$ cat src/hdl/car_pkg.sv
`default_nettype none

package car_pkg;

    // Floor sensors, 1 when the line is seen
    typedef struct packed {
        logic left;
        logic mid;
        logic right;
    } sensor_t;

    typedef enum logic [2:0] {
        STEER_STRAIGHT,
        STEER_SOFT_R,
        STEER_HARD_R,
        STEER_SOFT_L,
        STEER_HARD_L,
        STEER_SPIN_L,
        STEER_SPIN_R
    } steer_e;

    typedef enum logic [1:0] {
        TRK_FOLLOW,
        TRK_SEARCH_L,
        TRK_SEARCH_R
    } track_state_e;

    typedef enum logic [1:0] {
        SON_IDLE,
        SON_TIMING,
        SON_LATCH
    } sonar_state_e;

    // Full scale is 1024
    typedef logic [9:0] duty_t;

    typedef logic [1:0] hbridge_t;

    localparam hbridge_t HB_FWD   = 2'b10;
    localparam hbridge_t HB_REV   = 2'b01;
    localparam hbridge_t HB_COAST = 2'b00;

    typedef struct packed {
        duty_t    left_duty;
        duty_t    right_duty;
        hbridge_t left_dir;
        hbridge_t right_dir;
    } motor_cmd_t;

    // Echo width in clk cycles, saturates
    typedef logic [19:0] echo_cnt_t;

    localparam duty_t DUTY_FULL = 10'd1023;
    localparam duty_t DUTY_SOFT = 10'd700;
    localparam duty_t DUTY_HARD = 10'd600;

endpackage

`default_nettype wire

$ cat src/hdl/car_top.sv
`timescale 1ns/1ps
`default_nettype none

module car_top #(
    parameter int DEBOUNCE_LEN = 16,
    parameter int PWM_PERIOD   = 4000,
    parameter int TRIG_PERIOD  = 10_000_000,
    parameter int TRIG_WIDTH   = 1000,
    parameter int STOP_CYCLES  = 232_000
) (
    input  logic              clk,
    input  logic              rst,
    input  logic              echo,
    input  logic              line_l,
    input  logic              line_m,
    input  logic              line_r,
    input  logic              stop_btn,
    output logic              trig,
    output logic              pwm_l,
    output logic              pwm_r,
    output car_pkg::hbridge_t dir_l,
    output car_pkg::hbridge_t dir_r,
    output logic              led_l,
    output logic              led_m,
    output logic              led_r
);

    import car_pkg::*;

    sensor_t    sensors;
    logic       stop;
    logic       obstacle;
    steer_e     steer;
    motor_cmd_t cmd;

    input_filter #(.DEBOUNCE_LEN(DEBOUNCE_LEN)) i_filter (
        .clk, .rst, .line_l, .line_m, .line_r, .stop_btn, .sensors, .stop
    );

    line_tracker i_tracker (.clk, .rst, .sensors, .steer);

    sonar_ranger #(
        .TRIG_PERIOD(TRIG_PERIOD),
        .TRIG_WIDTH (TRIG_WIDTH),
        .STOP_CYCLES(STOP_CYCLES)
    ) i_ranger (.clk, .rst, .echo, .trig, .obstacle);

    drive_mixer i_mixer (.clk, .rst, .steer, .stop, .obstacle, .cmd);

    pwm_gen #(.PWM_PERIOD(PWM_PERIOD)) i_pwm_l (.clk, .rst, .duty(cmd.left_duty), .pwm(pwm_l));
    pwm_gen #(.PWM_PERIOD(PWM_PERIOD)) i_pwm_r (.clk, .rst, .duty(cmd.right_duty), .pwm(pwm_r));

    assign dir_l = cmd.left_dir;
    assign dir_r = cmd.right_dir;

    // LEDs show the filtered sensors
    assign led_l = sensors.left;
    assign led_m = sensors.mid;
    assign led_r = sensors.right;

endmodule

`default_nettype wire

$ cat src/hdl/drive_mixer.sv
`timescale 1ns/1ps
`default_nettype none

module drive_mixer (
    input  logic                clk,
    input  logic                rst,
    input  car_pkg::steer_e     steer,
    input  logic                stop,
    input  logic                obstacle,
    output car_pkg::motor_cmd_t cmd
);

    import car_pkg::*;

    motor_cmd_t cmd_next;

    always_comb begin
        cmd_next.left_duty  = DUTY_FULL;
        cmd_next.right_duty = DUTY_FULL;
        cmd_next.left_dir   = HB_FWD;
        cmd_next.right_dir  = HB_FWD;

        case (steer)
            STEER_SOFT_R: cmd_next.right_duty = DUTY_SOFT;
            STEER_HARD_R: cmd_next.right_duty = DUTY_HARD;
            STEER_SOFT_L: cmd_next.left_duty  = DUTY_SOFT;
            STEER_HARD_L: cmd_next.left_duty  = DUTY_HARD;
            STEER_SPIN_L: cmd_next.left_dir   = HB_REV;
            STEER_SPIN_R: cmd_next.right_dir  = HB_REV;
            default: ;
        endcase

        // Halt overrides steering
        if (stop || obstacle) begin
            cmd_next.left_duty  = '0;
            cmd_next.right_duty = '0;
            cmd_next.left_dir   = HB_COAST;
            cmd_next.right_dir  = HB_COAST;
        end
    end

    always_ff @(posedge clk or posedge rst) begin
        if (rst) begin
            cmd <= '{left_duty: '0, right_duty: '0, left_dir: HB_COAST, right_dir: HB_COAST};
        end else begin
            cmd <= cmd_next;
        end
    end

    a_no_drive_on_coast: assert property (
        @(posedge clk) disable iff (rst)
        ((cmd.left_dir == HB_COAST) |-> (cmd.left_duty == '0)) and
        ((cmd.right_dir == HB_COAST) |-> (cmd.right_duty == '0))
    ) else $error("drive_mixer: duty with coast direction");

endmodule

`default_nettype wire

$ cat src/hdl/input_filter.sv
`timescale 1ns/1ps
`default_nettype none

module input_filter #(
    parameter int DEBOUNCE_LEN = 16
) (
    input  logic              clk,
    input  logic              rst,
    input  logic              line_l,
    input  logic              line_m,
    input  logic              line_r,
    input  logic              stop_btn,
    output car_pkg::sensor_t  sensors,
    output logic              stop
);

    import car_pkg::*;

    localparam int NUM_IN = 4;

    logic [NUM_IN-1:0]       raw;
    logic [NUM_IN-1:0]       sync1;
    logic [NUM_IN-1:0]       sync2;
    logic [NUM_IN-1:0]       filt;
    logic [DEBOUNCE_LEN-1:0] win [NUM_IN];

    assign raw = {line_l, line_m, line_r, stop_btn};

    always_ff @(posedge clk or posedge rst) begin
        if (rst) begin
            sync1 <= '0;
            sync2 <= '0;
        end else begin
            sync1 <= raw;
            sync2 <= sync1;
        end
    end

    // Output only high after DEBOUNCE_LEN high samples in a row
    for (genvar i = 0; i < NUM_IN; i++) begin : g_filt
        always_ff @(posedge clk or posedge rst) begin
            if (rst) begin
                win[i] <= '0;
            end else begin
                win[i] <= (win[i] << 1) | DEBOUNCE_LEN'(sync2[i]);
            end
        end

        assign filt[i] = &win[i];
    end

    assign sensors = '{left: filt[3], mid: filt[2], right: filt[1]};
    assign stop    = filt[0];

endmodule

`default_nettype wire

$ cat src/hdl/line_tracker.sv
`timescale 1ns/1ps
`default_nettype none

module line_tracker (
    input  logic              clk,
    input  logic              rst,
    input  car_pkg::sensor_t  sensors,
    output car_pkg::steer_e   steer
);

    import car_pkg::*;

    track_state_e state;
    track_state_e state_next;
    steer_e       steer_next;
    logic         last_right;
    logic         last_right_next;
    logic [2:0]   pattern;

    // Bit order is left, mid, right
    assign pattern = sensors;

    always_comb begin
        state_next      = state;
        steer_next      = STEER_STRAIGHT;
        last_right_next = last_right;

        case (state)
            TRK_FOLLOW: begin
                case (pattern)
                    3'b011: begin
                        steer_next      = STEER_SOFT_R;
                        last_right_next = 1'b1;
                    end
                    3'b001: begin
                        steer_next      = STEER_HARD_R;
                        last_right_next = 1'b1;
                    end
                    3'b110: begin
                        steer_next      = STEER_SOFT_L;
                        last_right_next = 1'b0;
                    end
                    3'b100: begin
                        steer_next      = STEER_HARD_L;
                        last_right_next = 1'b0;
                    end
                    3'b000: begin
                        // Line lost, spin toward the last turn
                        state_next = last_right ? TRK_SEARCH_R : TRK_SEARCH_L;
                        steer_next = last_right ? STEER_SPIN_R : STEER_SPIN_L;
                    end
                    default: steer_next = STEER_STRAIGHT;
                endcase
            end
            TRK_SEARCH_L, TRK_SEARCH_R: begin
                if (pattern == 3'b111) begin
                    state_next = TRK_FOLLOW;
                    steer_next = STEER_STRAIGHT;
                end else begin
                    steer_next = (state == TRK_SEARCH_R) ? STEER_SPIN_R : STEER_SPIN_L;
                end
            end
            default: state_next = TRK_FOLLOW;
        endcase
    end

    always_ff @(posedge clk or posedge rst) begin
        if (rst) begin
            state      <= TRK_FOLLOW;
            steer      <= STEER_STRAIGHT;
            last_right <= 1'b0;
        end else begin
            state      <= state_next;
            steer      <= steer_next;
            last_right <= last_right_next;
        end
    end

    a_no_spin_in_follow: assert property (
        @(posedge clk) disable iff (rst)
        (state == TRK_FOLLOW) |-> !(steer inside {STEER_SPIN_L, STEER_SPIN_R})
    ) else $error("line_tracker: spin while following");

endmodule

`default_nettype wire

$ cat src/hdl/pwm_gen.sv
`timescale 1ns/1ps
`default_nettype none

module pwm_gen #(
    parameter int PWM_PERIOD = 4000
) (
    input  logic           clk,
    input  logic           rst,
    input  car_pkg::duty_t duty,
    output logic           pwm
);

    import car_pkg::*;

    localparam int CNT_W = $clog2(PWM_PERIOD);

    logic [CNT_W-1:0]  cnt;
    logic [CNT_W-1:0]  cnt_next;
    logic [CNT_W-1:0]  high_time;
    logic [CNT_W-1:0]  high_calc;
    logic [CNT_W+9:0]  product;
    logic              period_end;

    // duty * PWM_PERIOD / 1024, rounded down
    assign product    = (CNT_W + 10)'(duty) * (CNT_W + 10)'(PWM_PERIOD);
    assign high_calc  = product[CNT_W+9:10];
    assign period_end = (cnt == CNT_W'(PWM_PERIOD - 1));
    assign cnt_next   = cnt + 1'b1;

    always_ff @(posedge clk or posedge rst) begin
        if (rst) begin
            cnt       <= '0;
            high_time <= '0;
            pwm       <= 1'b0;
        end else if (period_end) begin
            // New period, take the duty now
            cnt       <= '0;
            high_time <= high_calc;
            pwm       <= (high_calc != '0);
        end else begin
            cnt <= cnt_next;
            pwm <= (cnt_next < high_time);
        end
    end

endmodule

`default_nettype wire

$ cat src/hdl/sonar_ranger.sv
`timescale 1ns/1ps
`default_nettype none

module sonar_ranger #(
    parameter int TRIG_PERIOD = 10_000_000,
    parameter int TRIG_WIDTH  = 1000,
    parameter int STOP_CYCLES = 232_000
) (
    input  logic clk,
    input  logic rst,
    input  logic echo,
    output logic trig,
    output logic obstacle
);

    import car_pkg::*;

    localparam int TRIG_CNT_W = $clog2(TRIG_PERIOD);

    logic [TRIG_CNT_W-1:0] trig_cnt;
    logic                  echo_s1;
    logic                  echo_s2;
    logic                  echo_d;
    logic                  echo_rise;
    logic                  echo_fall;
    sonar_state_e          state;
    echo_cnt_t             width;

    // Trigger pulse generator
    always_ff @(posedge clk or posedge rst) begin
        if (rst) begin
            trig_cnt <= '0;
            trig     <= 1'b0;
        end else begin
            if (trig_cnt == TRIG_CNT_W'(TRIG_PERIOD - 1)) begin
                trig_cnt <= '0;
                trig     <= 1'b1;
            end else begin
                trig_cnt <= trig_cnt + 1'b1;
                if (trig_cnt == TRIG_CNT_W'(TRIG_WIDTH - 1)) begin
                    trig <= 1'b0;
                end
            end
        end
    end

    always_ff @(posedge clk or posedge rst) begin
        if (rst) begin
            echo_s1 <= 1'b0;
            echo_s2 <= 1'b0;
            echo_d  <= 1'b0;
        end else begin
            echo_s1 <= echo;
            echo_s2 <= echo_s1;
            echo_d  <= echo_s2;
        end
    end

    assign echo_rise = echo_s2 & ~echo_d;
    assign echo_fall = ~echo_s2 & echo_d;

    // Echo width timer, counts high cycles of the synchronized echo
    always_ff @(posedge clk or posedge rst) begin
        if (rst) begin
            state    <= SON_IDLE;
            width    <= '0;
            obstacle <= 1'b0;
        end else begin
            case (state)
                SON_IDLE: begin
                    if (echo_rise) begin
                        width <= echo_cnt_t'(1);
                        state <= SON_TIMING;
                    end
                end
                SON_TIMING: begin
                    if (echo_fall) begin
                        state <= SON_LATCH;
                    end else if (width != '1) begin
                        width <= width + 1'b1;
                    end
                end
                SON_LATCH: begin
                    obstacle <= (width < echo_cnt_t'(STOP_CYCLES));
                    state    <= SON_IDLE;
                end
                default: state <= SON_IDLE;
            endcase
        end
    end

    a_trig_width: assert property (
        @(posedge clk) disable iff (rst)
        $rose(trig) |-> ##TRIG_WIDTH !trig
    ) else $error("sonar_ranger: trig high too long");

endmodule

`default_nettype wire

$ cat config.mk
export PLATFORM = sky130hd
export DESIGN_NAME = car_top
export DESIGN_NICKNAME = d
export VERILOG_FILES = /design/src/hdl/car_pkg.sv /design/src/hdl/car_top.sv /design/src/hdl/drive_mixer.sv /design/src/hdl/input_filter.sv /design/src/hdl/line_tracker.sv /design/src/hdl/pwm_gen.sv /design/src/hdl/sonar_ranger.sv
export SDC_FILE = /design/constraint.sdc
export NUM_CORES = 1
export LEC_CHECK = 0
export ABC_AREA = 1
export BUFFER_PORTS_ARGS = -buffer_cell sky130_fd_sc_hd__buf_4
export CAP_MARGIN = 40
export CORE_MARGIN = 5
export CORE_UTILIZATION = 50
export DETAILED_ROUTE_END_ITERATION = 8
export GPL_TIMING_DRIVEN = 0
export PLACE_DENSITY = 0.69
export SYNTH_ARGS = -nofsm -noshare
export SYNTH_HDL_FRONTEND = slang
export SYNTH_SLANG_ARGS = --single-unit
export TNS_END_PERCENT = 30
$ cat constraint.sdc
create_clock -name clk -period 10.72 [get_ports clk]
set_input_delay 2.144 -clock clk [delete_from_list [all_inputs] [get_ports clk]]
set_output_delay 2.144 -clock clk [all_outputs]
set_load 0.02 [all_outputs]
==> impl_results.md, run 1 <==
* CTS buffer count at 17
* Min-delay worst type: flip-flop to flip-flop
* Slowest CP cell: dfrtp_1
* Largest delay share family, worst path: adder cells
* FILL cells at 2107
* FF+latch area at around 4800 um2
* Seq/Total Area, Yosys at just over 40%
* Vias in the first global route at about 8.5k
* Synth top area cells: dfrtp_1 40%, ha_1 11%, nand2_1 10%, inv_1 8.3%, fa_1 6.3%
* Mapped Nets at 1563
* RSZ-0062 raised after global routing: false
* Crit-path most repeated cell: nand2_1
* Area fraction of the dominant cell type after synthesis at 40.3%
* Skew final at 0.0160 ns
* R2R Path End: i_pwm_r.pwm$_DFF_PP0_
* Mapped Cells at between 1k and 1.5k
* Post-synthesis instance area at 11800 um2
* Fmax achieved at 196 MHz
* GRT Total Usage at between 10% and 20%
* GRT Residual Overflow at 0
* Synthesized area per cell at ~8.3 um2
* Critical path startpoint: i_mixer.cmd[18]$_DFF_PP0_
* Crit path to: i_pwm_r.pwm$_DFF_PP0_
* DR WL/cell at 11.9 um
* Routability cong. at 0.882
* DRT Wirelength at about 21000 um
* Initial Utilization at between 50 and 60%
* Final net count at 1600
* R2R setup slack at 5.63 ns
* Synthesis-to-finish area growth at 10.0%
* IO Port Bufs at 16
* Least-Margin Pin Slew at 0.715 ns
* Worst-path fanout max at 14
* Relative slew slack at about half
* Drc violations at 0
* Yosys top cell by area: dfrtp_1
* Post-CTS sizing at 0
* Final Setup Violations at 0
* CTS clk-pin slew, worst paths at 0.08 ns
* Crit share post-route at 47.5%
* Antenna violations before repair at 0
* Largest net degree at the start of global routing at 117
* Synthesis Warnings at 0
* Post-CTS Setup Inserts at 0
* Final Hold Fails at 0
* CTS tree: built
* Die height at 164 um
* Pins over their slew limit at 0
* Post-synth EDFFs at 0
* Iter 0 DRT Violations at 363
* Area of the multi-input gates at 5960 um2
* Die width at 164 um
* H-tree Lvls at 4
* Commonest non-fill, non-tap cell in the layout: nand2_1
* Fraction of layout cells with a size suffix above 1 at 5.93%
* Critical path depth at 21
* Clk sink count at 190
* R2R Path Start: i_mixer.cmd[18]$_DFF_PP0_
* Worst path arrival time at 5.40 ns
* Top FF cell, synth: dfrtp_1
* Seq cells post-synth at 190
* DP Wirelength at 16400 um
* Crit end category: flip-flop
* Commonest cells after routing, fill and taps aside: 318 x nand2_1, 259 x inv_1, 190 x dfrtp_1, 144 x nor2_1, 103 x ha_1
* Setup WS post-layout at about 5.6 ns
* Final setup TNS at 0 ns
* First-pass GRT wire length at ~38000 um
* Kind of critical path: flip-flop to flip-flop
* Die area at 26700 um2
* Core area at 23300 um2
* Clock Latency Late Sink at 0.44 ns
* Hold_buf cts at 0
* Share of async-settable or async-resettable flops after synthesis at 100%
* R2R depth at 21
* N_diodes at 0
* Sequence of cells on the critical path: buf_8 > buf_2 > inv_1 > ha_1 > xor2_1 > fa_1 > fa_1 > fa_1 > inv_1 > ha_1 > nand2_1 > nor2_1 > o21ai_0 > nand3_1 > nand2_1 > nand2_1 > nand2_1 > nor2_1 > nand3_1 > nand2_1 > nand2_1
* Antenna Violating Nets Remaining at 0
* Final min period at around 5 ns
* DR vias at 8668
* Drt pass-1 iters at 4
* Pre-CTS worst setup slack at 5.55 ns
* Max-cap violations at 0
* Hold Path Stages at 0
* CP required at 11.03 ns
* Maximum clock insertion buffer count at 2
* Final hold slack at 0.353 ns
* Placed Cells at 1753
* Num rows at 56
* Synth unique cells at 47
* CP max stage delay at 0.64 ns
* Crit path buf inv count at 4
* Layout Cells excl Fill at 1785
* Vias per inst at 4.86
* Status: finished, final reports clean
* Startpoint Class: flip-flop
* Root Driver: clkbuf_16
* I/O pin cnt at 17
## registers in the layout, indices dropped and copies added (netlist names), 2 cells and up
name               cells
i_filter.sync1         4
i_filter.sync2         4
i_filter.win          64
i_mixer.cmd           11
i_pwm_l.cnt           12
i_pwm_l.high_time     12
i_pwm_r.cnt           12
i_pwm_r.high_time     12
i_ranger.state         2
i_ranger.trig_cnt     24
i_ranger.width        20
i_tracker.state        2
i_tracker.steer        3
## cells in the mapped netlist (2+ instances only)
cell type / instances
a21o_1: 2
a21oi_1: 34
a31oi_1: 2
and2_1: 3
buf_2: 4
buf_4: 4
clkbuf_1: 7
dfrtp_1: 190
fa_1: 37
ha_1: 103
inv_1: 260
inv_2: 2
mux2_2: 2
nand2_1: 318
nand2_4: 2
nand3_1: 63
nand3_2: 2
nand3b_1: 3
nand4_1: 54
nor2_1: 144
nor2_4: 3
nor3_1: 31
nor4_1: 8
nor4b_1: 3
o21ai_0: 42
o21bai_1: 3
o31ai_1: 5
or2_2: 10
xnor2_1: 12
xor2_1: 46
## worst min path at each step
stage	startpoint	to	slack, ns
finish	i_filter.sync1[3]$_DFF_PP0_	i_filter.sync2[3]$_DFF_PP0_	0.35
global placement	i_filter.sync2[1]$_DFF_PP0_	i_filter.win[32]$_DFF_PP0_	0.33
CTS	i_filter.sync1[3]$_DFF_PP0_	i_filter.sync2[3]$_DFF_PP0_	0.35
floorplan	i_filter.sync1[0]$_DFF_PP0_	i_filter.sync2[0]$_DFF_PP0_	0.33
detailed placement	i_filter.sync2[3]$_DFF_PP0_	i_filter.win[0]$_DFF_PP0_	0.34
global route	i_filter.sync2[3]$_DFF_PP0_	i_filter.win[0]$_DFF_PP0_	0.36
## logic make-up (layout without fill, tap and decap cells)
logic type | after synthesis | after routing | synth area share, %
adders and majority gates | 140 | 140 | 17.2
AOI/OAI and AO/OA | 96 | 96 | 4.50
xor gates and xnor gates | 58 | 58 | 4.31
buffers and inverters | 278 | 328 | 9.09
and+or+nand+nor | 652 | 652 | 24.4
DFF | 190 | 190 | 40.3
muxes | 2 | 2 | 0.191
## cell type report
cell class / instances / share of cell area, %
Timing Repair Buffer: 18 / 1.25
Buffer: 16 / 0.675
Multi-Input combinational cell: 948 / 46.0
Tap cell: 319 / 3.08
Clock buffer: 17 / 3.28
Clock inverter: 15 / 1.43
Sequential cell: 190 / 36.7
Inverter: 262 / 7.64
## metrics by stage
| stage | cell area (um2) | util (%) |
|---|---|---|
| after floorplan | 11800 | - |
| after global placement | 12300 | 52.7 |
| after detailed placement | 12400 | 53.0 |
| after CTS | 13000 | 55.6 |
| after global routing | 13000 | 55.6 |
| final | 13000 | 55.6 |
## routing by layer
metal	vias up	part of all wire [%]	global-route usage, %	wire length [um]
met5	-	0	0	0
met4	0	1.1	4.73	239
met3	18	2.4	2.70	511
met2	91	47	28.8	10100
met1	4017	49	23.3	10400
li1	4542	-	-	-
Power of run 1 is left out: the tool's default activity adds up to more than one toggle a clock period on the data nets, which glitch-free logic cannot reach.
==> inputs of run 2 (changes only) <==
Settings changed: PLACE_DENSITY 0.69 to 0.71.
Clock period 10.72 ns to 4.6 ns, I/O delays scaled along.
==> run 2 against run 1 <==
Global-route usage up 0.82 points. Count of clock-buffer cells in the layout is the same. Sequential share of layout area shrank 0.26 points. Routed wire length grew 3.9%. Core utilization rose by 0.43 points. Flip-flop and latch count stayed put. Largest cell class unchanged. Fmax rose by 17%. Via count rose by 1.1%. First-iteration DRC count is 31% higher. Die area did not move. Register-to-register slack got worse by 5.4 ns. Hold slack better by 0.00062 ns.
==> impl_results.md, run 2 (same netlist as run 1, synthesis figures left out) <==
* Status: finished, final reports clean
* Commonest cells after routing, fill and taps aside: 318 x nand2_1, 258 x inv_1, 188 x dfrtp_1, 143 x nor2_1, 102 x ha_1
* N_diodes at 0 (unchanged)
* IO Port Bufs at 16 (unchanged)
* DP Wirelength at 16700 um (+2.2%)
* GRT Residual Overflow at 0 (unchanged)
* Slowest CP cell: fa_1
* Synthesis-to-finish area growth at 10.9%
* H-tree Lvls at 4 (unchanged)
* I/O pin cnt at 17 (unchanged)
* CTS clk-pin slew, worst paths at 0.08 ns (about the same)
* Root Driver: clkbuf_16
* Crit share post-route at 94.5% (+47 points)
* Largest net degree at the start of global routing at 42 (-64%)
* Final net count at 1607 (+0.44%)
* Skew final at 0.0131 ns (-0.00291 ns)
* DRT Wirelength at 22100 um (+3.9%)
* Vias in the first global route at 8759 (+3.0%)
* Vias per inst at 4.89 (+0.72%)
* Top reg by flops: i_filter.win
* Hold_buf cts at 0 (unchanged)
* Least-Margin Pin Slew at 0.696 ns (-0.0188 ns)
* Clk sink count at 190 (unchanged)
* Crit end category: flip-flop
* Num rows at 56 (unchanged)
* Pins over their slew limit at 0 (unchanged)
* Fmax achieved at 230 MHz (+17%)
* Die width at 164 um (unchanged)
* First-pass GRT wire length at 40100 um (+4.9%)
* Routability cong. at 0.885 (+0.31%)
* Antenna violations before repair at 0 (unchanged)
* Final setup TNS at 0 ns (unchanged)
* Drc violations at 0 (unchanged)
* Die area at 26700 um2 (unchanged)
* Placed Cells at 1757 (+0.23%)
* Fraction of layout cells with a size suffix above 1 at 6.73% (+0.79 points)
* Maximum clock insertion buffer count at 2 (unchanged)
* Relative slew slack at 53.2% (+1.3 points)
* Iter 0 DRT Violations at 474 (+31%)
* Final Setup Violations at 0 (unchanged)
* Initial Utilization at 50.5% (unchanged)
* Final min period at 4.35 ns (-0.746 ns)
* Startpoint Class: flip-flop
* Commonest non-fill, non-tap cell in the layout: nand2_1
* Worst-path fanout max at 11 (-3)
* Max-cap violations at 0 (unchanged)
* CP max stage delay at 0.56 ns (-0.08 ns)
* Core area at 23300 um2 (unchanged)
* Die height at 164 um (unchanged)
* Crit-path most repeated cell: nand2_1
* Layout Cells excl Fill at 1791 (+0.34%)
* Worst path arrival time at 4.67 ns (-0.73 ns)
* CTS tree: built
* Kind of critical path: flip-flop to flip-flop
* Min-delay worst type: flip-flop to flip-flop
* Pre-CTS worst setup slack at -0.389 ns (-5.94 ns)
* Clock Latency Late Sink at 0.44 ns (about the same)
* Sequence of cells on the critical path: buf_4 > buf_8 > fa_1 > fa_1 > inv_1 > fa_1 > inv_1 > fa_1 > ha_1 > nand2_1 > nor2_1 > and2_1 > nand2_1 > nand3_1 > nand2_1 > nand2_1 > nand2_1 > nor2_1 > nand2_1 > nand2_1 > nand2_1
* Final Hold Fails at 0 (unchanged)
* DR WL/cell at 12.3 um (+3.6%)
* Max FFs per register at 64 (unchanged)
* CTS buffer count at 17 (unchanged)
* Antenna Violating Nets Remaining at 0 (unchanged)
* Drt pass-1 iters at 6 (+2)
* CP required at 4.92 ns (-6.11 ns)
* DR vias at 8760 (+1.1%)
* Biggest registers after layout: i_filter.win: 64 flops, i_ranger.trig_cnt: 24 flops, i_ranger.width: 20 flops
* Final hold slack at 0.354 ns (+0.000617 ns)
* Setup WS post-layout at 0.251 ns (-5.37 ns)
* GRT Total Usage at 18.0% (+0.82 points)
## run 2: changes by cell type in the layout (fill, tap and decap cells not counted), moves of 2 or more
cell	before	now
buf_12	0	5
buf_4	20	23
clkinvlp_4	1	4
dfrtp_1	190	188
dfrtp_2	0	2
## run 2: cell type report
type                    instances  area (um2)
repair buffers                 25         258
inverters                     262         991
multi-input cells             948        5980
fillers                      2033       10300
flip-flops and latches        190        4760
well taps                     319         399
clock inverters                14         168
plain buffers                  16        90.1
clock buffers                  17         425
## run 2: repair_timing
action	in CTS	in global routing
buffers inserted	3	0
pin swaps	0	0
resized for setup	2	6
endpoints found under the setup margin	14	3
## run 2: worst paths after layout
kind / cells past startpoint / endpoint / from / slack [ns]
min in group asynchronous: 2 / i_pwm_r.cnt[8]$_DFF_PP0_ / rst / 0.41
max: 21 / i_pwm_l.pwm$_DFF_PP0_ / i_mixer.cmd[18]$_DFF_PP0_ / 0.25
max reg2reg: 21 / i_pwm_l.pwm$_DFF_PP0_ / i_mixer.cmd[18]$_DFF_PP0_ / 0.25
max in group asynchronous: 6 / i_filter.win[14]$_DFF_PP0_ / rst / 2.95
min reg2reg: 0 / i_filter.win[0]$_DFF_PP0_ / i_filter.sync2[3]$_DFF_PP0_ / 0.35
min: 0 / i_filter.win[0]$_DFF_PP0_ / i_filter.sync2[3]$_DFF_PP0_ / 0.35
## run 2: per-layer routing
layer	track usage, %	vias up	routed length (um)
li1	-	4546	-
met1	24.1	4112	10400
met2	31.2	88	11000
met3	2.40	14	446
met4	4.50	0	233
met5	0	-	0
## run 2: metrics by stage
stage                     cell area (um2)  util (%)
after detailed placement            12400      53.3
after CTS                           13000      55.9
after global routing                13100      56.0
final                               13100      56.0
after floorplan                     11800         -
after global placement              12300      52.8
## run 2: critical path, delay by kind of cell (launching register included)
family	cells	cell delay (ns)
AND/OR/NAND/NOR	12	0.99
flip-flops	1	0.41
adder cells (fa/ha/maj)	5	2.35
buffers and inverters	4	0.48
Power of run 2 is left out for the same reason.
==> inputs of run 3 (changes only) <==
Settings changed: ABC_AREA 1 to 0.
==> run 3 against run 2 <==
Core utilization up 2.4 points. Cell area is 7.0% lower. Synthesized cell count decreased by 31%. Critical path depth decreased by 5. Count of clock-buffer cells in the layout unchanged. Routed wire length fell by 14%. Synthesized area shrank 11%. Critical path type unchanged.
==> impl_results.md, run 3 <==
* Maximum clock insertion buffer count at 2 (unchanged)
* Synthesis Warnings at 0 (unchanged)
* R2R setup slack at 0.03 ns (-0.23 ns)
* Commonest cells after routing, fill and taps aside: 183 x dfrtp_1, 96 x inv_1, 92 x ha_1, 66 x nor2_1, 57 x nand2_1
* Synth top area cells: dfrtp_1 45%, ha_1 12%, fa_1 7.1%, xnor2_1 4.1%, xor2_1 4.1%
* Core area at 20800 um2 (-11%)
* I/O pin cnt at 17 (unchanged)
* HP Start: i_filter.sync2[2]$_DFF_PP0_
* Seq/Total Area, Yosys at 45.5% (+5.1 points)
* Worst path arrival time at 4.88 ns (+0.21 ns)
* Least-Margin Pin Slew at 0.802 ns (+0.106 ns)
* Clock Latency Late Sink at 0.44 ns (about the same)
* Dpl cell area at 11100 um2 (-11%)
* GRT Residual Overflow at 0 (unchanged)
* Routability cong. at 0.816 (-7.8%)
* Crit share post-route at 99.4% (+4.9 points)
* Synthesized area per cell at 10.8 um2 (+30%)
* Commonest non-fill, non-tap cell in the layout: dfrtp_1
* N_diodes at 0 (unchanged)
* Synthesis-to-finish area growth at 16.2%
* Final min period at 4.57 ns (+0.225 ns)
* CTS clk-pin slew, worst paths at 0.09 ns (about the same)
* Largest net degree at the start of global routing at 40 (-4.8%)
* Mapped Nets at 1117 (-29%)
* IO Port Bufs at 16 (unchanged)
* Critical path startpoint: i_mixer.cmd[18]$_DFF_PP0_
* Drt pass-1 iters at 5 (-1)
* Kind of critical path: flip-flop to flip-flop
* Hold EP: i_filter.win[16]$_DFF_PP0_
* Drc violations at 0 (unchanged)
* Startpoint Class: flip-flop
* Min-delay worst type: flip-flop to flip-flop
* Leading cell types by count after synthesis: 190 x dfrtp_1, 106 x inv_1, 103 x ha_1
* First-pass GRT wire length at 33200 um (-17%)
* Top-count cell post-synth: dfrtp_1
* Antenna Violating Nets Remaining at 0 (unchanged)
* Die width at 155 um (-5.4%)
* Num rows at 53 (-5.4%)
* Hold Path Stages at 0 (unchanged)
* Crit end category: flip-flop
* R2R depth at 16 (-24%)
* Seq cells post-synth at 190 (unchanged)
* Vias per inst at 5.17 (+5.7%)
* Top FF cell, synth: dfrtp_1
* GRT Total Usage at 16.7% (-1.3 points)
* Clk sink count at 190 (unchanged)
* Relative slew slack at 46.1% (-7.2 points)
* CP required at 4.90 ns (-0.02 ns)
* Hold_buf cts at 0 (unchanged)
* Fmax achieved at 219 MHz (-4.9%)
* DP Wirelength at 13100 um (-22%)
* Fraction of layout cells with a size suffix above 1 at 14.5% (+7.8 points)
* R2R Path End: i_pwm_r.pwm$_DFF_PP0_
* Final Cell Area at 12200 um2 (-7.0%)
* Die height at 155 um (-5.4%)
* Biggest registers after layout: i_filter.win: 64 flops, i_ranger.trig_cnt: 24 flops, i_ranger.width: 20 flops
* Post-synth EDFFs at 0 (unchanged)
* Pins over their slew limit at 0 (unchanged)
* Post-synthesis instance area at 10500 um2 (-11%)
* Die area at 23900 um2 (-11%)
* Final net count at 1181 (-27%)
* Root Driver: clkbuf_16
* Top reg by flops: i_filter.win
* Max-cap violations at 0 (unchanged)
* Iter 0 DRT Violations at 349 (-26%)
* CTS tree: built
* Vias in the first global route at 7114 (-19%)
* CTS buffer count at 17 (unchanged)
* Mapped Cells at 970 (-31%)
* Final hold slack at 0.354 ns (-0.000338 ns)
* Final Setup Violations at 0 (unchanged)
* H-tree Lvls at 4 (unchanged)
* DR WL/cell at 14.4 um (+17%)
* RSZ-0062 raised after global routing: true
* Area fraction of the dominant cell type after synthesis at 45.5% (+5.1 points)
* Worst-path fanout max at 7 (-4)
* Final Hold Fails at 0 (unchanged)
* Max FFs per register at 64 (unchanged)
* Skew final at 0.0113 ns (-0.00182 ns)
* Initial Utilization at 50.2% (-0.29 points)
* Share of async-settable or async-resettable flops after synthesis at 100% (unchanged)
* DRT Wirelength at 19000 um (-14%)
* Status: finished, final reports clean
* Synth unique cells at 58 (+23%)
* Antenna violations before repair at 0 (unchanged)
* DR vias at 6833 (-22%)
* Yosys top cell by area: dfrtp_1
* R2R Path Start: i_mixer.cmd[18]$_DFF_PP0_
-- run 3: changes by cell type in the layout (fill, tap and decap cells not counted), moves of 26 or more --
| cell | previous run | this run |
|---|---|---|
| inv_1 | 258 | 96 |
| xnor2_1 | 12 | 48 |
| nor2_1 | 143 | 66 |
| nand3_1 | 63 | 35 |
| nand4_1 | 54 | 28 |
| nand2_1 | 318 | 57 |
-- run 3: worst max path at each step --
stage                       endpoint  slack, ns  cells after the start
2_1_floorplan  i_pwm_r.pwm$_DFF_PP0_      -0.57                     17
3_3_place_gp   i_pwm_r.pwm$_DFF_PP0_      -1.20                     17
3_5_place_dp   i_pwm_r.pwm$_DFF_PP0_      -0.85                     17
4_1_cts        i_pwm_r.pwm$_DFF_PP0_      0.002                     17
5_1_grt        i_pwm_r.pwm$_DFF_PP0_      -0.14                     16
6_report       i_pwm_r.pwm$_DFF_PP0_       0.03                     16
-- run 3: cell families after synthesis --
logic type	after synthesis	synth area share, %
adder cells (fa/ha/maj)	140	19.4
AO/OA/AOI/OAI	124	7.69
flip-flops	190	45.5
XOR/XNOR	98	8.21
multiplexers	3	0.299
buffers and inverters	128	4.84
AND/OR/NAND/NOR	287	14.1
-- run 3: repair_timing --
item / in CTS / in global routing
buffers inserted: 13 / 8
endpoints found under the setup margin: 14 / 7
gates resized for setup: 25 / 37
pin swaps: 9 / 26
-- run 3: metrics by stage --
step	TNS (ns)	std cells	setup WS [ns]	util [%]
after floorplan	-3.48	970	-0.575	-
final	0	1322	0.0261	58.4
after detailed placement	-5.72	1270	-0.846	53.2
after global routing	-0.168	1322	-0.136	58.4
after global placement	-11.35	1261	-1.20	52.5
after CTS	0	1314	0.00222	57.4
-- run 3: cell type report --
type                       count  area, um2
sequential                   190       4760
buffer                        21        110
inverter                     106        408
multi-input combinational    652       5440
fill                        1756       8670
clock inverter                15        234
timing repair buffer          46        429
clock buffer                  17        425
tap                          275        344
-- run 3: worst max-delay path, stage by stage, from the launching register on --
cell and delay [ns]:
dfrtp_2 0.40, buf_8 0.11, clkinvlp_4 0.15, ha_4 0.34
xor2_2 0.16, fa_1 0.48, fa_2 0.60, fa_1 0.43
inv_2 0.08, ha_4 0.22, a21oi_2 0.13, o21ai_1 0.09
a21oi_2 0.23, xnor2_2 0.11, or4_4 0.44, a2111oi_4 0.33
a31oi_1 0.15
-- run 3: routing by layer --
metal  part of all wire (%)  up-vias  wire (um)  global-route usage [%]
met5                      0        -          0                       0
met4                    1.8        0        335                    5.42
met3                    2.1       25        403                    2.60
met2                     51       70       9740                    28.8
met1                     45     3356       8550                    21.8
li1                       -     3382          -                       -
Power of run 3 is left out for the same reason.
